==> config.mk <==
export PLATFORM = sky130hd
export DESIGN_NAME = xbar_top
export DESIGN_NICKNAME = d
export VERILOG_FILES = /design/src/common/xbar_pkg.sv /design/src/common/bus_pkg.sv /design/src/verilog/xbar_top.sv /design/src/verilog/resp_collector.sv /design/src/verilog/req_router.sv /design/src/verilog/xbar_ctrl.sv /design/src/verilog/rr_arbiter.sv
export SDC_FILE = /design/constraint.sdc
export NUM_CORES = 1
export LEC_CHECK = 0
export ABC_CLOCK_PERIOD_IN_PS = 18100
export BUFFER_PORTS_ARGS = -buffer_cell sky130_fd_sc_hd__buf_2
export CORE_AREA = 2 2 309 311
export DETAILED_ROUTE_END_ITERATION = 12
export DIE_AREA = 0 0 311 313
export PLACE_DENSITY = 0.45
export SYNTH_ARGS = -nofsm -noshare
export SYNTH_HDL_FRONTEND = slang
export SYNTH_HIERARCHICAL = 1
export SYNTH_SLANG_ARGS = --single-unit
==> constraint.sdc <==
create_clock -name iClk -period 18.1 [get_ports iClk]
set_input_delay 1.81 -clock iClk [delete_from_list [all_inputs] [get_ports iClk]]
set_output_delay 1.81 -clock iClk [all_outputs]
set_load 0.005 [all_outputs]
==> src/common/xbar_pkg.sv <==
`default_nettype none

package xbar_pkg;

	localparam int NUM_MASTERS = 4;             // Masters on the shared bus
	localparam int NUM_SLAVES  = 4;             // Slaves behind the decoder
	localparam int PORT_W      = 2;             // Bits for a master or slave index

	typedef logic [PORT_W-1:0] port_idx_t;      // Master or slave number

	// Cycles after reset release before the first grant
	localparam int INIT_DELAY = 50;

endpackage

`default_nettype wire

==> src/common/bus_pkg.sv <==
`default_nettype none

package bus_pkg;

	localparam int DATA_W = 32;                 // Bus data width
	localparam int ADDR_W = 32;                 // Full master address width
	localparam int SEL_W  = 2;                  // Top bits that pick the slave
	localparam int OFS_W  = ADDR_W - SEL_W;     // Address bits passed on to the slave

	typedef logic [DATA_W-1:0] bus_data_t;      // One bus word
	typedef logic [OFS_W-1:0]  bus_offset_t;    // Slave-local address

	typedef enum logic {
		CMD_READ  = 1'b0,                       // Read from slave
		CMD_WRITE = 1'b1                        // Write to slave
	} bus_cmd_e;

	// Master address seen as select field plus offset
	typedef struct packed {
		logic [SEL_W-1:0] sel;                  // Slave select field
		bus_offset_t      offset;               // Offset inside the slave
	} bus_addr_fields_t;

	typedef union packed {
		logic [ADDR_W-1:0] raw;                 // Word as driven by the master
		bus_addr_fields_t  fields;              // Decoded view
	} bus_addr_u;

	// Select value to slave index, the highest select hits slave 0
	localparam logic [2**SEL_W-1:0][SEL_W-1:0] SEL_TO_SLAVE = {
		2'd0,                                   // sel 3
		2'd1,                                   // sel 2
		2'd2,                                   // sel 1
		2'd3                                    // sel 0
	};

endpackage

`default_nettype wire
==> src/verilog/xbar_top.sv <==
`default_nettype none

module xbar_top (
	input  wire logic                                  iClk,
	input  wire logic                                  rst_n,

	input  wire logic [xbar_pkg::NUM_MASTERS-1:0]      master_req,    // Master requests
	input  wire bus_pkg::bus_cmd_e   master_cmd   [xbar_pkg::NUM_MASTERS],
	input  wire bus_pkg::bus_addr_u  master_addr  [xbar_pkg::NUM_MASTERS],
	input  wire bus_pkg::bus_data_t  master_wdata [xbar_pkg::NUM_MASTERS],
	output bus_pkg::bus_data_t       master_rdata [xbar_pkg::NUM_MASTERS],
	output logic [xbar_pkg::NUM_MASTERS-1:0]           master_ack,    // One-cycle done pulses

	output logic [xbar_pkg::NUM_SLAVES-1:0]            slave_req,     // Slave requests
	output bus_pkg::bus_cmd_e        slave_cmd    [xbar_pkg::NUM_SLAVES],
	output bus_pkg::bus_offset_t     slave_addr   [xbar_pkg::NUM_SLAVES],
	output bus_pkg::bus_data_t       slave_wdata  [xbar_pkg::NUM_SLAVES],
	input  wire logic [xbar_pkg::NUM_SLAVES-1:0]       slave_ack,     // Slave done strobes
	input  wire bus_pkg::bus_data_t  slave_rdata  [xbar_pkg::NUM_SLAVES]
);
	import bus_pkg::*;
	import xbar_pkg::*;

	logic      grant_valid;     // Some master is asking
	port_idx_t grant_idx;       // Round-robin winner
	logic      grant_load;      // Take the winner this cycle
	port_idx_t tgt_idx;         // Decoded slave of the latched request
	port_idx_t owner_idx;       // Master that owns the transaction
	logic      slave_start;     // Raise the slave request
	logic      slave_done;      // Target slave acknowledged
	logic      resp_fire;       // Acknowledge the owner
	bus_cmd_e  cur_cmd;         // Latched command

	xbar_ctrl u_ctrl (
		.iClk        (iClk),
		.rst_n       (rst_n),
		.master_req  (master_req),
		.grant_valid (grant_valid),
		.grant_idx   (grant_idx),
		.tgt_idx     (tgt_idx),
		.slave_ack   (slave_ack),
		.grant_load  (grant_load),
		.slave_start (slave_start),
		.slave_done  (slave_done),
		.resp_fire   (resp_fire),
		.owner_idx   (owner_idx)
	);

	rr_arbiter u_arb (
		.iClk        (iClk),
		.rst_n       (rst_n),
		.master_req  (master_req),
		.grant_load  (grant_load),
		.grant_valid (grant_valid),
		.grant_idx   (grant_idx)
	);

	req_router u_router (
		.iClk         (iClk),
		.rst_n        (rst_n),
		.grant_load   (grant_load),
		.grant_idx    (grant_idx),
		.master_cmd   (master_cmd),
		.master_addr  (master_addr),
		.master_wdata (master_wdata),
		.slave_start  (slave_start),
		.slave_done   (slave_done),
		.tgt_idx      (tgt_idx),
		.cur_cmd      (cur_cmd),
		.slave_req    (slave_req),
		.slave_cmd    (slave_cmd),
		.slave_addr   (slave_addr),
		.slave_wdata  (slave_wdata)
	);

	resp_collector u_resp (
		.iClk         (iClk),
		.rst_n        (rst_n),
		.owner_idx    (owner_idx),
		.tgt_idx      (tgt_idx),
		.cur_cmd      (cur_cmd),
		.slave_done   (slave_done),
		.resp_fire    (resp_fire),
		.slave_rdata  (slave_rdata),
		.master_rdata (master_rdata),
		.master_ack   (master_ack)
	);

endmodule

`default_nettype wire

==> src/verilog/resp_collector.sv <==
`default_nettype none

module resp_collector (
	input  wire logic                 iClk,
	input  wire logic                 rst_n,
	input  wire xbar_pkg::port_idx_t  owner_idx,    // Master waiting for the answer
	input  wire xbar_pkg::port_idx_t  tgt_idx,      // Slave that answers
	input  wire bus_pkg::bus_cmd_e    cur_cmd,      // Read or write in flight
	input  wire logic                 slave_done,   // Target acknowledged
	input  wire logic                 resp_fire,    // Acknowledge the owner
	input  wire bus_pkg::bus_data_t   slave_rdata  [xbar_pkg::NUM_SLAVES],
	output bus_pkg::bus_data_t        master_rdata [xbar_pkg::NUM_MASTERS],
	output logic [xbar_pkg::NUM_MASTERS-1:0] master_ack
);
	import bus_pkg::*;
	import xbar_pkg::*;

	// Read data registers keep their value across writes
	always_ff @(posedge iClk or negedge rst_n) begin
		if (!rst_n) begin
			for (int m = 0; m < NUM_MASTERS; m++) begin
				master_rdata[m] <= '0;
			end
		end else if (slave_done && (cur_cmd == CMD_READ)) begin
			master_rdata[owner_idx] <= slave_rdata[tgt_idx];  // Sampled on the ack cycle
		end
	end

	// One-cycle ack to the owner only
	always_ff @(posedge iClk or negedge rst_n) begin
		if (!rst_n) begin
			master_ack <= '0;
		end else begin
			for (int m = 0; m < NUM_MASTERS; m++) begin
				master_ack[m] <= resp_fire && (owner_idx == port_idx_t'(m));
			end
		end
	end

endmodule

`default_nettype wire

==> src/verilog/req_router.sv <==
`default_nettype none

module req_router (
	input  wire logic                 iClk,
	input  wire logic                 rst_n,
	input  wire logic                 grant_load,   // Latch the winner's request
	input  wire xbar_pkg::port_idx_t  grant_idx,    // Winning master
	input  wire bus_pkg::bus_cmd_e    master_cmd   [xbar_pkg::NUM_MASTERS],
	input  wire bus_pkg::bus_addr_u   master_addr  [xbar_pkg::NUM_MASTERS],
	input  wire bus_pkg::bus_data_t   master_wdata [xbar_pkg::NUM_MASTERS],
	input  wire logic                 slave_start,  // Raise the target request
	input  wire logic                 slave_done,   // Target acknowledged
	output xbar_pkg::port_idx_t       tgt_idx,      // Decoded slave
	output bus_pkg::bus_cmd_e         cur_cmd,      // Latched command
	output logic [xbar_pkg::NUM_SLAVES-1:0] slave_req,
	output bus_pkg::bus_cmd_e         slave_cmd    [xbar_pkg::NUM_SLAVES],
	output bus_pkg::bus_offset_t      slave_addr   [xbar_pkg::NUM_SLAVES],
	output bus_pkg::bus_data_t        slave_wdata  [xbar_pkg::NUM_SLAVES]
);
	import bus_pkg::*;
	import xbar_pkg::*;

	bus_addr_u cur_addr;    // Latched address, raw and decoded
	bus_data_t cur_wdata;   // Latched write data

	always_ff @(posedge iClk or negedge rst_n) begin
		if (!rst_n) begin
			cur_cmd  <= CMD_READ;
			cur_addr <= '0;
		end else if (grant_load) begin
			cur_cmd      <= master_cmd[grant_idx];
			cur_addr.raw <= master_addr[grant_idx].raw;
		end
	end

	always_ff @(posedge iClk) begin
		if (grant_load) begin
			cur_wdata <= master_wdata[grant_idx];
		end
	end

	// Top address bits pick the slave
	assign tgt_idx = SEL_TO_SLAVE[cur_addr.fields.sel];

	// Request and command per slave, only the target moves
	always_ff @(posedge iClk or negedge rst_n) begin
		if (!rst_n) begin
			slave_req <= '0;
			for (int s = 0; s < NUM_SLAVES; s++) begin
				slave_cmd[s] <= CMD_READ;
			end
		end else begin
			if (slave_start) begin
				slave_req[tgt_idx] <= 1'b1;
				slave_cmd[tgt_idx] <= cur_cmd;
			end
			if (slave_done) begin
				slave_req[tgt_idx] <= 1'b0;  // Drop on the ack edge
			end
		end
	end

	always_ff @(posedge iClk) begin
		if (slave_start) begin
			slave_addr[tgt_idx]  <= cur_addr.fields.offset;  // Offset only, select is consumed
			slave_wdata[tgt_idx] <= cur_wdata;
		end
	end

endmodule

`default_nettype wire

==> src/verilog/xbar_ctrl.sv <==
`default_nettype none

module xbar_ctrl (
	input  wire logic                             iClk,
	input  wire logic                             rst_n,
	input  wire logic [xbar_pkg::NUM_MASTERS-1:0] master_req,   // Raw master requests
	input  wire logic                             grant_valid,  // Arbiter has a winner
	input  wire xbar_pkg::port_idx_t              grant_idx,    // Arbiter winner
	input  wire xbar_pkg::port_idx_t              tgt_idx,      // Slave of the latched request
	input  wire logic [xbar_pkg::NUM_SLAVES-1:0]  slave_ack,    // Slave acknowledges
	output logic                                  grant_load,   // Latch the winner
	output logic                                  slave_start,  // Raise slave_req
	output logic                                  slave_done,   // Target slave answered
	output logic                                  resp_fire,    // Pulse master_ack
	output xbar_pkg::port_idx_t                   owner_idx     // Current transaction owner
);
	import xbar_pkg::*;

	typedef enum logic [1:0] {
		ST_IDLE,                                    // Waiting for a request
		ST_GRANT,                                   // Request latched, slave_req goes up
		ST_BUSY,                                    // Waiting on the target slave
		ST_DONE                                     // Master ack cycle
	} state_e;

	state_e                        state;
	logic [$clog2(INIT_DELAY)-1:0] init_cnt;       // Start-up delay counter
	logic                          init_done;      // Delay elapsed, bus open

	// Hold the bus closed for INIT_DELAY cycles after reset release
	always_ff @(posedge iClk or negedge rst_n) begin
		if (!rst_n) begin
			init_cnt  <= '0;
			init_done <= 1'b0;
		end else if (!init_done) begin
			if (init_cnt == INIT_DELAY - 1) begin
				init_done <= 1'b1;                  // Last delay cycle
			end
			init_cnt <= init_cnt + 1'b1;
		end
	end

	assign grant_load  = (state == ST_IDLE) && init_done && (|master_req) && grant_valid;
	assign slave_start = (state == ST_GRANT);
	// Only the addressed slave may finish the transfer
	assign slave_done  = (state == ST_BUSY) && slave_ack[tgt_idx];
	assign resp_fire   = slave_done;                // Ack register loads on the same edge

	always_ff @(posedge iClk or negedge rst_n) begin
		if (!rst_n) begin
			state     <= ST_IDLE;
			owner_idx <= '0;
		end else begin
			case (state)
				ST_IDLE: begin
					if (grant_load) begin
						state     <= ST_GRANT;
						owner_idx <= grant_idx;     // Remember who gets the answer
					end
				end
				ST_GRANT: begin
					state <= ST_BUSY;               // slave_req is up from here
				end
				ST_BUSY: begin
					if (slave_done) begin
						state <= ST_DONE;           // Back-pressure ends
					end
				end
				ST_DONE: begin
					// Owner drops its request during this cycle
					state <= ST_IDLE;
				end
				default: begin
					state <= ST_IDLE;
				end
			endcase
		end
	end

endmodule

`default_nettype wire

==> src/verilog/rr_arbiter.sv <==
`default_nettype none

module rr_arbiter (
	input  wire logic                             iClk,
	input  wire logic                             rst_n,
	input  wire logic [xbar_pkg::NUM_MASTERS-1:0] master_req,   // Pending requests
	input  wire logic                             grant_load,   // Winner accepted
	output logic                                  grant_valid,  // Any request pending
	output xbar_pkg::port_idx_t                   grant_idx     // Chosen master
);
	import xbar_pkg::*;

	port_idx_t last_q;      // Last master served
	port_idx_t cand;        // Index under test in the search
	logic      found;       // A requester has been picked

	// Search starts one place after the last served master and wraps
	always_comb begin
		grant_idx = last_q;
		found     = 1'b0;
		cand      = last_q;
		for (int i = 1; i <= NUM_MASTERS; i++) begin
			cand = port_idx_t'(last_q + i);
			if (!found && master_req[cand]) begin
				grant_idx = cand;
				found     = 1'b1;
			end
		end
	end

	assign grant_valid = |master_req;

	always_ff @(posedge iClk or negedge rst_n) begin
		if (!rst_n) begin
			last_q <= port_idx_t'(NUM_MASTERS - 1);  // Next search begins at master 0
		end else if (grant_load) begin
			last_q <= grant_idx;                     // Rotate priority past the winner
		end
	end

endmodule

`default_nettype wire

Yosys cells after proc, flatten, opt, wreduce, memory -nomap -nowiden
Cells that the tools add are included.
- logic and storage cells: 134
- register bits: 466
- bits of input ports: 398
- magnitude comparators: 12
- equality and inequality tests: 9
- bitwise gates (word level): 7
- muxes and demuxes: 52
- add/sub/neg operators: 5
- reductions and logical operators: 23
- operators by type and width (kind ; number):
    $bwmux W128 ; 2
    $mux W32 ; 8
    $bmux W32 S2 ; 3
    $demux W32 S2 ; 2
    $bwmux W120 ; 1
    $demux W30 S2 ; 1
    $mux W30 ; 1
    $lt A2 B3 Y1 const B ; 6
    $logic_and A1 B1 Y1 ; 15
    $mux W1 ; 14
    $mux W2 ; 7
    $bmux W1 S2 ; 6
    $ge A3 B3 Y1 const B ; 3
    $not A2 Y3 ; 3
    $eq A2 B2 Y1 const B ; 4
    $mux W4 ; 2
    $pmux W2 S4 ; 1
    $add A6 B1 Y6 const B ; 1
    $eq A6 B6 Y1 const B ; 1
    $lt A3 B1 Y1 const B ; 2
    $add A2 B1 Y2 const B ; 2
    $add A2 B2 Y2 const B ; 2
    $and A4 B4 Y4 ; 1
    $bmux W2 S2 ; 1
    other kinds (13) ; 19

Longest topological paths before layout
Gate-level depths: netlist of the first run.
- depth after elaboration: 17
- gate-level depth with buffers: 9
- gate-level depth less buffers: 7

Cells and area by module
The synthesis of the first run kept the hierarchy.
- modules (own cells, without submodules) (module ; area each (um^2) ; cells each ; sequential area each (um^2) ; instances):
    req_router ; 11713.7 ; 528 ; 9434.0 ; 1
    resp_collector ; 5734.2 ; 324 ; 3303.2 ; 1
    xbar_ctrl ; 621.8 ; 52 ; 275.3 ; 1
    rr_arbiter ; 230.2 ; 30 ; 52.6 ; 1

Worst setup path after synthesis of the first run
OpenSTA, ideal clock, no wires.
- kind: register to register
- start point: register u_ctrl.state[1]
- end point: register u_router/slave_cmd[0] in the netlist's numbering
- period minus slack after synthesis: 6.104 ns
- cell stages (with the launch flop): 5
- library setup time: 0.088 ns
- arrival time: 6.016 ns
- setup slack: 11.996 ns
- required time: 18.012 ns
- path through: dfrtp_1 > inv_1 > ha_1 > nor3b_1 > mux2_2
- cells in the longest elaborated chain, start to end: 1
- RTL lines (what ; RTL line ; text):
    start: declaration ; xbar_ctrl.sv:26 ; state_e state;
    start signal: assignment ; xbar_ctrl.sv:51 ; state <= ST_IDLE;
    start signal: assignment ; xbar_ctrl.sv:57 ; state <= ST_GRANT;
    start signal: assignment ; xbar_ctrl.sv:62 ; state <= ST_BUSY;
    $eq A2 B1 Y1 ; xbar_ctrl.sv:44 ; assign slave_start = (state == ST_GRANT);
    via slave_start ; xbar_top.sv:29 ; logic slave_start;
    end signal: indexed assignment ; req_router.sv:55 ; slave_cmd[tgt_idx] <= cur_cmd;
    end: declaration ; req_router.sv:16 ; output bus_pkg::bus_cmd_e slave_cmd [xbar_pkg::NUM_SLAVES],
The timed path passes the listed nets, and every way through them passes these cells.
A chain may end at the register's enable or synchronous reset.

Worst setup path in the final report of the first run
- start point: input master_req[0] in the netlist's numbering
- end point: register u_router.cur_wdata[22], data pin
- cells in the longest elaborated chain, start to end: 16
- elaborated cells on any way between the ends: 25
- classes of those cells: mux (18); bitwise (1); reduce/logical (6)
- RTL lines (what ; RTL line ; text):
    start: declaration ; xbar_top.sv:7 ; input wire logic [xbar_pkg::NUM_MASTERS-1:0] master_req,
    $bmux W1 S2 ; rr_arbiter.sv:24 ; if (!found && master_req[cand]) begin
    $mux W1 (not written as such) ; rr_arbiter.sv:24 ;
    $mux W1 ; rr_arbiter.sv:24 ;
    $logic_not A1 Y1 ; rr_arbiter.sv:24 ;
    $logic_and A1 B1 Y1 ; rr_arbiter.sv:24 ;
    $mux W1 ; rr_arbiter.sv:24 ;
    $logic_not A1 Y1 ; rr_arbiter.sv:24 ;
    $logic_and A1 B1 Y1 ; rr_arbiter.sv:24 ;
    $mux W1 ; rr_arbiter.sv:24 ;
    $logic_not A1 Y1 ; rr_arbiter.sv:24 ;
    $logic_and A1 B1 Y1 ; rr_arbiter.sv:24 ;
    $mux W2 * ; rr_arbiter.sv:24 ;
    via grant_idx[0] ; xbar_top.sv:25 ; port_idx_t grant_idx;
    $not A2 Y3 (not written as such) * ; req_router.sv:38 ; cur_wdata <= master_wdata[grant_idx];
    $bmux W32 S2 * ; req_router.sv:38 ;
    $mux W32 (not written as such) * (2 in series) ; req_router.sv:38 ;
    end signal: assignment ; req_router.sv:38 ;
    end: declaration ; req_router.sv:24 ; bus_data_t cur_wdata;
Mark *: on every way through the listed nets, which the timed path passes. The rest lies on a longest branch. The select of a mux whose other input is x is not followed.

==> out/qor.log, run 1 <==
qor: clock_network.post_cts.repair.setup_buffers 0
qor: yosys.ys.warnings.count 6
qor: yosys.synth_area_per_cell 19.59 um^2
qor: floorplanning.initial_core_util 19.43%
qor: clock_network.clock_tree.buffer_depth 3
qor: critical_path.regToRegSetupSlack 14.51 ns
qor: placement.numPortBuffers 785
qor: sta.drv_slew 0
qor: critical_path.endpoint_kind register
qor: placement.dpl.cell_count 2,948
qor: clock_network.clk_slew_on_worst_s_h_paths 0.06 ns
qor: placement.gpl.final_weighted_congestion 0.8757
qor: global_route.grt_start_max_net_pins 74
qor: clock_network.cts_repair_resize_count 0
qor: detailed_routing.first_pass_iters 5
qor: critical_path.critPathKind input port to register
qor: hold_path.hold_depth 1
qor: hold_path.hp-start u_router/slave_req[0]$_DFF_PN0_
qor: detailed_routing.drt-wirelength-per-cell 21.94 um
qor: sta.finalHoldWorstSlack 0.4866 ns
qor: critical_path.crit_arrival 4.71 ns
qor: sta.finClkSkew 0.01430 ns
qor: yosys.synth_ff_type edfxtp_1
qor: detailed_routing.post-route-drc-count 0
qor: clock_network.cts-hold-fix-buffers 0
qor: sta.tightestPinTransition 1.090 ns
qor: global_route.first_global_vias 13,224
qor: global_route.grt_overflow_total 0
qor: yosys.synth-async-reset-ratio 39.91%
qor: global_route.grt_first_pass_wirelength 94,650 um
qor: final_layout.utilization 26.97%
qor: status.outcome finished clean
qor: yosys.synth-seq-area-share 71.39%
qor: yosys.synthMostInstantiatedCell edfxtp_1
qor: yosys.syn-num-nets 1,338
qor: final_layout.finish.cell_count_without_fillers 3,058
qor: floorplanning.floorplan.die.width 311 um
qor: final_layout.register_area 13,070 um^2
qor: sta.tns 0 ns
qor: sta.maxClockFrequency 229.8 MHz
qor: hold_path.worst_hold_path_type register to register
qor: clock_network.cts_made_buffers 55
qor: detailed_routing.drt_iter0_drc 618
qor: sta.timing.slew.headroom 27.34%
qor: clock_network.h-tree-depth 2
qor: detailed_routing.route.vias.total 12,045
qor: clock_network.cts_sink_count 466
qor: yosys.synth_seq_cells 466
qor: critical_path.critical_path.max_fanout 59
qor: sta.finalSetupViolCount 0
qor: hold_path.hold-path-endpoint u_router/slave_req[0]$_DFF_PN0_
qor: yosys.synth_cells 934
qor: power.static-leakage-power 10.95 nW
qor: power.power-per-cell-area 108.0 nW/um^2
qor: floorplanning.ioPinCount 786
qor: final_layout.area_growth 38.76%
qor: yosys.synthDominantAreaCellType edfxtp_1
qor: detailed_routing.postRouteAntennaNets 0
qor: final_layout.multi_input_area 4825 um^2
qor: global_route.gr-usage-all-layers 13.37%
qor: yosys.syn_area 18,300 um^2
qor: sta.hold_viol 0
qor: final_layout.fraction_of_final_layout_cells_sized_beyond_drive_strength_1 61.78%
qor: clock_network.tritoncts yes
qor: flow_run.maxCapViolations 0
qor: critical_path.worst-r2r-cell-count 5
qor: sta.finalCritPeriodShare 24.04%
qor: floorplanning.fp_rows 113
qor: critical_path.crit_required 18.46 ns
qor: placement.place_hpwl 48,900 um
qor: power.power.total 0.002742 W
qor: critical_path.setup.worst_path.start_class input port
qor: clock_network.clk_latency_worst_skew_pair 0.63 ns
qor: final_layout.fin_nets 2,144
qor: sta.grt_setup_unrepaired false
qor: floorplanning.die-area 97,340 um^2
qor: yosys.synth.distinct_cells 51
qor: final_layout.num-fill-cells 9,773
qor: yosys.edff_count_synth 280
qor: yosys.synth_commonest_cells 280 x edfxtp_1, 184 x dfrtp_1, 133 x mux2_2
qor: detailed_routing.avgViaCountPerCell 3.939
qor: critical_path.worstReg2RegEnd u_router/cur_wdata[22]$_DFFE_PP_
qor: yosys.synth_area_leaders edfxtp_1 46%, dfrtp_1 25%, mux2_2 8.2%
qor: detailed_routing.wl 67,100 um
qor: clock_network.cts_root_buffer clkbuf_16
qor: floorplanning.die-height 313 um
qor: critical_path.reg2reg_from u_arb/last_q[1]$_DFFE_PN1P_
qor: global_route.grt_antenna_before_repair 25
qor: power.peakVddDrop 0.06708 mV
qor: floorplanning.core_area 94,160 um^2
qor: sta.period_needed 4.351 ns
qor: yosys.yosys.area.top_type_share 45.95%
## power by group
group	switching [W]	internal (W)
Combinational	0.000191	0.000169
Clock	0.000460	0.000656
Sequential	0.0000336	0.00123
## state kept, by name, summed over array words and instances, names as in the netlist
| name | cells |
|---|---|
| u_resp/master_ack | 4 |
| u_router/slave_cmd | 4 |
| u_resp/master_rdata | 128 |
| u_router/cur_wdata | 32 |
| u_router/cur_addr | 32 |
| u_router/slave_addr | 120 |
| u_ctrl/init_done | 1 |
| u_arb/last_q | 2 |
| u_ctrl/init_cnt | 6 |
| u_router/slave_req | 4 |
| u_ctrl/owner_idx | 2 |
| u_ctrl/state | 2 |
| u_router/cur_cmd | 1 |
| u_router/slave_wdata | 128 |
## kinds of logic (layout without fill, tap and decap cells)
group,after synthesis,count (layout),synth area share (%)
buf+inv,58,911,2.625
simple gates,76,76,2.776
other cells,0,6,0
flops,466,466,71.39
compound gates,55,55,2.489
xor+xnor,5,5,0.2393
fa+ha+maj,6,6,0.4102
mux,268,268,20.07
## worst max-delay path by stage
| stage | endpoint | cells past startpoint | slack (ns) | start |
|---|---|---|---|---|
| finish | u_router/cur_wdata[22]$_DFFE_PP_ | 6 | 13.75 | master_req[0] |
| global route | u_router/cur_wdata[24]$_DFFE_PP_ | 6 | 13.59 | master_req[0] |
| CTS | u_router/cur_wdata[22]$_DFFE_PP_ | 6 | 13.74 | master_req[0] |
| detailed placement | u_router/cur_wdata[29]$_DFFE_PP_ | 6 | 13.05 | master_req[0] |
| global placement | u_router/cur_wdata[23]$_DFFE_PP_ | 6 | 13.12 | master_req[0] |
| floorplan | u_router/slave_cmd[0]$_DFFE_PN0P_ | 4 | 12.00 | u_ctrl/state[1]$_DFFE_PN0P_ |
## per-layer routing
layer  GRT usage [%]  wire length, um  up-vias
met5               0               35        -
met4           3.986             1658        6
li1                -                -     5311
met3           4.711             5338      110
met2           23.95            34620      571
met1           14.86            25450     6047
## through the flow
step                cell area, um^2  setup WS, ns
floorplan                     18300         12.00
global placement              23550         13.12
detailed placement            23550         13.05
CTS                           25380         13.74
global route                  25390         13.59
finish                        25390         13.75
## final cells by class
cell class                 count  share of cell area (%)
antenna                        6                 0.05913
clock buffer                  65                   5.647
clock inverter                39                   1.542
inverter                       6                 0.08869
multi-input combinational    410                   19.00
sequential                   466                   51.45
tap                         1265                   6.233
timing repair buffer         801                   15.98
## placed cells by master (no fill, tap or decap), types with 3 or more instances in the layout
master | synthesis | final
mux4_2 | 62 | 62
o221ai_1 | 32 | 32
clkinv_4 | 0 | 3
clkbuf_8 | 0 | 3
xnor2_1 | 4 | 4
buf_4 | 8 | 16
diode_2 | 0 | 6
inv_6 | 0 | 3
mux2_4 | 3 | 3
nor2_1 | 5 | 5
clkbuf_1 | 6 | 8
clkinvlp_4 | 0 | 3
clkinv_2 | 0 | 11
a2bb2oi_1 | 3 | 3
mux2_2 | 133 | 133
nand2b_1 | 37 | 36
bufinv_16 | 0 | 6
clkbuf_16 | 0 | 55
dfrtp_1 | 184 | 184
inv_1 | 6 | 4
ha_1 | 6 | 6
o22a_1 | 3 | 3
mux2i_1 | 68 | 68
a21oi_1 | 6 | 6
edfxtp_1 | 280 | 280
buf_2 | 13 | 784
clkinv_1 | 0 | 11
o21ai_0 | 3 | 3
nand2_1 | 9 | 8
## critical path, cell delays in order
cell	delay, ns
buf_2	0.13
nand2b_1	0.18
o21ai_0	0.12
a221o_4	0.78
buf_4	0.90
mux4_2	0.61
(Power assumes the default switching activity.)
==> run 2, diff against run 1 <==
--- a/config.mk
+++ b/config.mk
@@ -5,7 +5,7 @@
 export SDC_FILE = /design/constraint.sdc
 export NUM_CORES = 1
 export LEC_CHECK = 0
-export ABC_CLOCK_PERIOD_IN_PS = 18100
+export ABC_CLOCK_PERIOD_IN_PS = 4030
 export BUFFER_PORTS_ARGS = -buffer_cell sky130_fd_sc_hd__buf_2
 export CORE_AREA = 2 2 309 311
 export DETAILED_ROUTE_END_ITERATION = 12
==> constraint.sdc (replaced) <==
create_clock -name iClk -period 4.03 [get_ports iClk]
set_input_delay 0.403 -clock iClk [delete_from_list [all_inputs] [get_ports iClk]]
set_output_delay 0.403 -clock iClk [all_outputs]
set_load 0.005 [all_outputs]
==> out/qor.log, run 2 (same netlist as run 1, synthesis figures left out) <==
qor: detailed_routing.postRouteAntennaNets 0 [unchanged]
qor: sta.finClkSkew 0.01997 ns [+0.005676 ns]
qor: hold_path.worst_hold_path_type input port to register
qor: global_route.grt_overflow_total 0 [unchanged]
qor: placement.post-place-ws 0.8723 ns [-12.17 ns]
qor: clock_network.h-tree-depth 2 [unchanged]
qor: placement.gpl.final_weighted_congestion 0.8822 [+0.74%]
qor: flow_run.maxCapViolations 0 [unchanged]
qor: clock_network.clk_latency_worst_skew_pair 0.61 ns [-0.02 ns]
qor: sta.maxClockFrequency 324.4 MHz
qor: detailed_routing.first_pass_iters 5 [unchanged]
qor: final_layout.fin_nets 2,153 [+0.42%]
qor: final_layout.leading_registers_by_flop_count u_resp/master_rdata (128), u_router/slave_wdata (128), u_router/slave_addr (120)
qor: placement.post_placement_cell_area 23,720 um^2 [+0.72%]
qor: global_route.gr-usage-all-layers 14.05% [+0.68 points]
qor: floorplanning.die-height 313 um [unchanged]
qor: placement.numPortBuffers 785 [unchanged]
qor: global_route.grt_first_pass_wirelength 98,440 um [+4.0%]
qor: sta.tightestPinTransition 1.055 ns [-0.03468 ns]
qor: clock_network.cts_root_buffer clkbuf_16
qor: sta.grt_setup_unrepaired false
qor: final_layout.stdcell_area 25,520 um^2 [+0.48%]
qor: power.peakVddDrop 0.3269 mV [+390%]
qor: final_layout.most_common_cell_after_layout_fill_and_taps_aside buf_2
qor: critical_path.critPathKind register to register
qor: status.outcome finished clean
qor: sta.period_needed 3.082 ns
qor: critical_path.critical_path.max_fanout 24 [-59%]
qor: critical_path.crit_arrival 3.57 ns [-1.14 ns]
qor: sta.finalCritPeriodShare 76.48%
qor: clock_network.cts_repair_resize_count 0 [unchanged]
qor: global_route.grt_antenna_before_repair 26 [+4.0%]
qor: detailed_routing.route.vias.total 12,276 [+1.9%]
qor: critical_path.endpoint_kind register
qor: final_layout.register_area 13,070 um^2 [unchanged]
qor: sta.post-route-worst-setup-slack 0.9478 ns [-12.80 ns]
qor: placement.place_hpwl 53,660 um [+9.7%]
qor: sta.finalSetupViolCount 0 [unchanged]
qor: detailed_routing.avgViaCountPerCell 4.004 [+1.7%]
qor: power.power.total 0.01220 W [+350%]
qor: critical_path.setup.worst_path.start_class register
qor: hold_path.hold_depth 3 [+2]
qor: floorplanning.fp_rows 113 [unchanged]
qor: sta.drv_slew 0 [unchanged]
qor: floorplanning.core_area 94,160 um^2 [unchanged]
qor: clock_network.clk_slew_on_worst_s_h_paths 0.06 ns [about the same]
qor: final_layout.num-fill-cells 9,746 [-0.28%]
qor: floorplanning.die-area 97,340 um^2 [unchanged]
qor: clock_network.post_cts.repair.setup_buffers 0 [unchanged]
qor: critical_path.worst-r2r-cell-count 7 [+2]
qor: global_route.grt_start_max_net_pins 87 [+18%]
qor: power.static-leakage-power 10.99 nW [+0.38%]
qor: final_layout.area_growth 39.43%
qor: global_route.first_global_vias 13,153 [-0.54%]
qor: floorplanning.initial_core_util 19.43% [unchanged]
qor: sta.tns 0 ns [unchanged]
qor: floorplanning.ioPinCount 786 [unchanged]
qor: critical_path.crit_required 4.51 ns [-13.95 ns]
qor: floorplanning.floorplan.die.width 311 um [unchanged]
qor: sta.finalHoldWorstSlack 0.1291 ns [-0.3575 ns]
qor: final_layout.multi_input_area 4831 um^2 [+0.13%]
qor: detailed_routing.drt-wirelength-per-cell 23.16 um [+5.5%]
qor: clock_network.clock_tree.buffer_depth 3 [unchanged]
qor: sta.timing.slew.headroom 29.66% [+2.3 points]
qor: power.power-per-cell-area 478.2 nW/um^2 [+340%]
qor: detailed_routing.drt_iter0_drc 571 [-7.6%]
qor: final_layout.highest_count_cells_in_the_layout_ignoring_fill_and_taps 784 x buf_2, 280 x edfxtp_1, 184 x dfrtp_1, 133 x mux2_2, 68 x mux2i_1
qor: detailed_routing.post-route-drc-count 0 [unchanged]
qor: clock_network.tritoncts yes
qor: clock_network.cts_made_buffers 53 [-3.6%]
qor: clock_network.cts_sink_count 466 [unchanged]
qor: sta.hold_viol 0 [unchanged]
qor: final_layout.fraction_of_final_layout_cells_sized_beyond_drive_strength_1 62.13% [+0.35 points]
qor: detailed_routing.wl 70,990 um [+5.8%]
-- run 2: path summary, 6_finish.rpt --
kind / from / end / slack [ns]
max: u_router/cur_addr[31]$_DFFE_PN0P_ / u_resp/master_rdata[1]$_DFFE_PN0P_ / 0.95
min: master_req[1] / u_arb/last_q[0]$_DFFE_PN1P_ / 0.13
max reg2reg: u_router/cur_addr[31]$_DFFE_PN0P_ / u_resp/master_rdata[1]$_DFFE_PN0P_ / 0.95
min reg2reg: u_ctrl/init_cnt[5]$_DFFE_PN0N_ / u_ctrl/init_cnt[5]$_DFFE_PN0N_ / 0.49
max in group asynchronous: rst_n / u_router/cur_addr[20]$_DFFE_PN0P_ / 2.61
min in group asynchronous: rst_n / u_resp/master_rdata[78]$_DFFE_PN0P_ / 0.40
-- run 2: per-layer routing --
metal  routed length, um  vias to the layer above  share of wire, %  track usage [%]
met4                2013                       10               2.8            4.458
met3                5921                      111               8.3            4.724
met5                  55                        -             0.077                0
met1               27410                     6196                39            16.16
li1                    -                     5335                 -                -
met2               35600                      624                50            24.56
-- run 2: per-stage QoR --
| step | cells | utilization (%) |
|---|---|---|
| 6_report | 3066 | 27.10 |
| 5_1_grt | 3061 | 27.08 |
| 4_1_cts | 3058 | 27.08 |
| 3_5_place_dp | 2958 | 25.19 |
| 3_3_place_gp | 2958 | 25.19 |
| 2_1_floorplan | 934 | - |
-- run 2: power by group --
group | internal (W) | switching, W
Sequential | 0.00553 | 0.000147
Combinational | 0.000771 | 0.000903
Clock | 0.00280 | 0.00205
-- run 2: cell type report --
class	count	area share [%]
Sequential cell	466	51.20
Clock inverter	31	1.295
Antenna cell	8	0.07846
Multi-Input combinational cell	410	18.93
Tap cell	1265	6.203
Inverter	6	0.08827
Clock buffer	68	5.615
Timing Repair Buffer	812	16.58
-- run 2: what timing repair did --
item	4_1_cts	5_1_grt
hold endpoints to repair	84	0
hold buffers	1	0
setup endpoints to repair	0	0
-- run 2: worst max-delay path: stages, from the launching register on --
cell	delay (ns)
dfrtp_1	0.53
inv_2	0.13
mux2_2	0.27
mux2i_1	0.06
nor2b_1	0.48
nand4b_1	0.74
buf_12	0.42
mux2_2	0.30
==> run 3, diff against run 2 <==
--- a/config.mk
+++ b/config.mk
@@ -5,12 +5,12 @@
 export SDC_FILE = /design/constraint.sdc
 export NUM_CORES = 1
 export LEC_CHECK = 0
-export ABC_CLOCK_PERIOD_IN_PS = 4030
+export ABC_CLOCK_PERIOD_IN_PS = 2700
 export BUFFER_PORTS_ARGS = -buffer_cell sky130_fd_sc_hd__buf_2
-export CORE_AREA = 2 2 309 311
+export CORE_AREA = 2 2 306 308
 export DETAILED_ROUTE_END_ITERATION = 12
-export DIE_AREA = 0 0 311 313
-export PLACE_DENSITY = 0.45
+export DIE_AREA = 0 0 308 310
+export PLACE_DENSITY = 0.46
 export SYNTH_ARGS = -nofsm -noshare
 export SYNTH_HDL_FRONTEND = slang
 export SYNTH_HIERARCHICAL = 1
==> constraint.sdc (replaced) <==
create_clock -name iClk -period 2.7 [get_ports iClk]
set_input_delay 0.27 -clock iClk [delete_from_list [all_inputs] [get_ports iClk]]
set_output_delay 0.27 -clock iClk [all_outputs]
set_load 0.005 [all_outputs]
==> out/qor.log, run 3 (same netlist as run 1, synthesis figures left out) <==
qor: detailed_routing.wl_met1 26,900 um [-1.9%]
qor: final_layout.fin_nets 2,369 [+10%]
qor: detailed_routing.wl_met2 35,820 um [+0.62%]
qor: clock_network.cts_sink_count 466 [unchanged]
qor: detailed_routing.met3WireLength 5169 um [-13%]
qor: clock_network.h-tree-depth 2 [unchanged]
qor: critical_path.critical_path.max_fanout 13 [-46%]
qor: sta.drv_slew 0 [unchanged]
qor: detailed_routing.drt-wirelength-per-cell 22.10 um [-4.5%]
qor: critical_path.crit_arrival 3.11 ns [-0.46 ns]
qor: clock_network.tritoncts yes
qor: flow_run.maxCapViolations 0 [unchanged]
qor: final_layout.multi_input_area 4875 um^2 [+0.91%]
qor: hold_path.hold_depth 3 [unchanged]
qor: sta.timing.slew.headroom 59.87% [+30 points]
qor: placement.place_hpwl 48,860 um [-8.9%]
qor: sta.maxClockFrequency 378.7 MHz [+17%]
qor: critical_path.worst-r2r-cell-count 7 [unchanged]
qor: global_route.grt_start_max_net_pins 67 [-23%]
qor: sta.finalCritPeriodShare 97.80% [+21 points]
qor: floorplanning.die-height 310 um [-0.96%]
qor: placement.gpl.final_weighted_congestion 0.7971 [-9.6%]
qor: global_route.gr-usage-all-layers 13.91% [-0.14 points]
qor: critical_path.critPathKind register to register
qor: floorplanning.fp_rows 112 [-0.88%]
qor: placement.post-place-ws -0.05861 ns [-0.9309 ns]
qor: power.static-leakage-power 12.02 nW [+9.3%]
qor: clock_network.clock_tree.buffer_depth 3 [unchanged]
qor: clock_network.clk_slew_on_worst_s_h_paths 0.06 ns [about the same]
qor: placement.numPortBuffers 785 [unchanged]
qor: global_route.first_global_vias 14,057 [+6.9%]
qor: final_layout.area_growth 52.18%
qor: final_layout.register_area 13,070 um^2 [unchanged]
qor: floorplanning.initial_core_util 19.79% [+0.35 points]
qor: power.peakVddDrop 0.4710 mV [+44%]
qor: detailed_routing.wl 70,910 um [-0.12%]
qor: global_route.grt_overflow_total 0 [unchanged]
qor: floorplanning.ioPinCount 786 [unchanged]
qor: detailed_routing.avgViaCountPerCell 4.114 [+2.8%]
qor: final_layout.num-fill-cells 9,274 [-4.8%]
qor: status.outcome finished clean
qor: detailed_routing.postRouteAntennaNets 0 [unchanged]
qor: final_layout.highest_count_cells_in_the_layout_ignoring_fill_and_taps 784 x buf_2, 280 x edfxtp_1, 191 x dlygate4sd3_1, 184 x dfrtp_1, 133 x mux2_2
qor: detailed_routing.route.vias.total 13,199 [+7.5%]
qor: sta.period_needed 2.641 ns [-0.4416 ns]
qor: final_layout.fraction_of_final_layout_cells_sized_beyond_drive_strength_1 57.04% [-5.1 points]
qor: floorplanning.core_area 92,490 um^2 [-1.8%]
qor: detailed_routing.post-route-drc-count 0 [unchanged]
qor: critical_path.setup.worst_path.start_class register
qor: final_layout.most_common_cell_after_layout_fill_and_taps_aside buf_2
qor: detailed_routing.first_pass_iters 5 [unchanged]
qor: global_route.grt_antenna_before_repair 10 [-62%]
qor: sta.tns 0 ns [unchanged]
qor: floorplanning.die-area 95,480 um^2 [-1.9%]
qor: clock_network.clk_latency_worst_skew_pair 0.63 ns [+0.02 ns]
qor: hold_path.worst_hold_path_type input port to register
qor: clock_network.cts_root_buffer clkbuf_16
qor: detailed_routing.highest-signal-layer met5
qor: sta.tightestPinTransition 0.6019 ns [-0.4532 ns]
qor: clock_network.cts_made_buffers 54 [+1.9%]
qor: sta.finClkSkew 0.02908 ns [+0.009107 ns]
qor: sta.finalSetupViolCount 0 [unchanged]
qor: floorplanning.floorplan.die.width 308 um [-0.96%]
qor: final_layout.leading_registers_by_flop_count u_resp/master_rdata (128), u_router/slave_wdata (128), u_router/slave_addr (120)
qor: detailed_routing.drt_iter0_drc 740 [+30%]
qor: critical_path.endpoint_kind register
qor: global_route.grt_first_pass_wirelength 96,580 um [-1.9%]
qor: sta.hold_viol 0 [unchanged]
qor: critical_path.crit_required 3.16 ns [-1.35 ns]
qor: sta.post-route-worst-setup-slack 0.05940 ns [-0.8884 ns]
qor: power.power-per-cell-area 689.5 nW/um^2 [+44%]
==> run 3: cell types whose count changed in the layout (fill, tap and decap cells not counted), sizes merged, moves of 2 or more <==
cell / delta
clkinv: -3
inv: -2
dlygate4sd3: +190
bufinv: +7
clkinvlp: +2
diode: -6
buf: +22
==> run 3: layer usage <==
metal / vias up / global-route usage [%]
li1: 5758 / -
met1: 6607 / 15.51
met2: 664 / 24.93
met3: 162 / 3.753
met4: 8 / 5.876
met5: - / 0
==> run 3: where the power goes <==
part / switching (W) / leakage, nW / internal (W)
Combinational: 0.00138 / 6.24 / 0.00141
Clock: 0.00310 / 0.931 / 0.00484
Sequential: 0.000216 / 4.85 / 0.00825
Total: 0.00470 / 12.0 / 0.0145
==> run 3: timing repair <==
item                                    in CTS  in global routing
hold buffers                               191                  0
gates resized for setup                      1                  4
hold endpoints to repair                   109                  0
gates cloned                                 0                  2
setup buffers                                0                 13
endpoints found under the setup margin       1                  7
pin swaps                                    0                  2
==> run 3: through the flow <==
step / utilization (%) / instance area, um^2 / hold slack (ns) / power (W) / cells
finish: 30.11 / 27850 / 0.05078 / 0.01920 / 3208
global route: 30.11 / 27850 / 0.008227 / 0.02006 / 3208
CTS: 29.94 / 27690 / 0.0001776 / 0.01958 / 3191
detailed placement: 25.76 / 23820 / 0.3015 / 0.01121 / 2900
global placement: 25.76 / 23820 / 0.2961 / 0.01116 / 2900
floorplan: - / 18330 / -0.02559 / 0.009655 / 934
==> run 3: worst paths after layout <==
kind / start / endpoint / slack (ns)
worst max register to register: u_arb/last_q[1]$_DFFE_PN1P_ / u_router/cur_addr[21]$_DFFE_PN0P_ / 0.06
worst min-delay path: master_addr[0] / u_router/cur_addr[0]$_DFFE_PN0P_ / 0.05
worst max-delay path: u_arb/last_q[1]$_DFFE_PN1P_ / u_router/cur_addr[21]$_DFFE_PN0P_ / 0.06
min in group asynchronous: rst_n / u_resp/master_rdata[122]$_DFFE_PN0P_ / 0.20
worst min register to register: u_router/cur_wdata[3]$_DFFE_PP_ / u_router/slave_wdata[99]$_DFFE_PP_ / 0.48
max in group asynchronous: rst_n / u_resp/master_rdata[74]$_DFFE_PN0P_ / 1.61
==> run 3: cell type report <==
cell class	instances	share of cell area, %
multi-input combinational	411	17.50
sequential	466	46.91
inverter	6	0.08087
antenna	2	0.01797
clock buffer	65	5.108
timing repair buffer	1026	23.09
clock inverter	35	1.909
tap	1197	5.378
==> run 3: critical path: stages (launching register included) <==
cell and delay (ns):
dfstp_2 0.60, nand2_1 0.09, and3_1 0.24, a221o_4 0.46, buf_12 0.20, mux2i_1 0.18, dlygate4sd3_1 0.57, o221ai_1 0.11
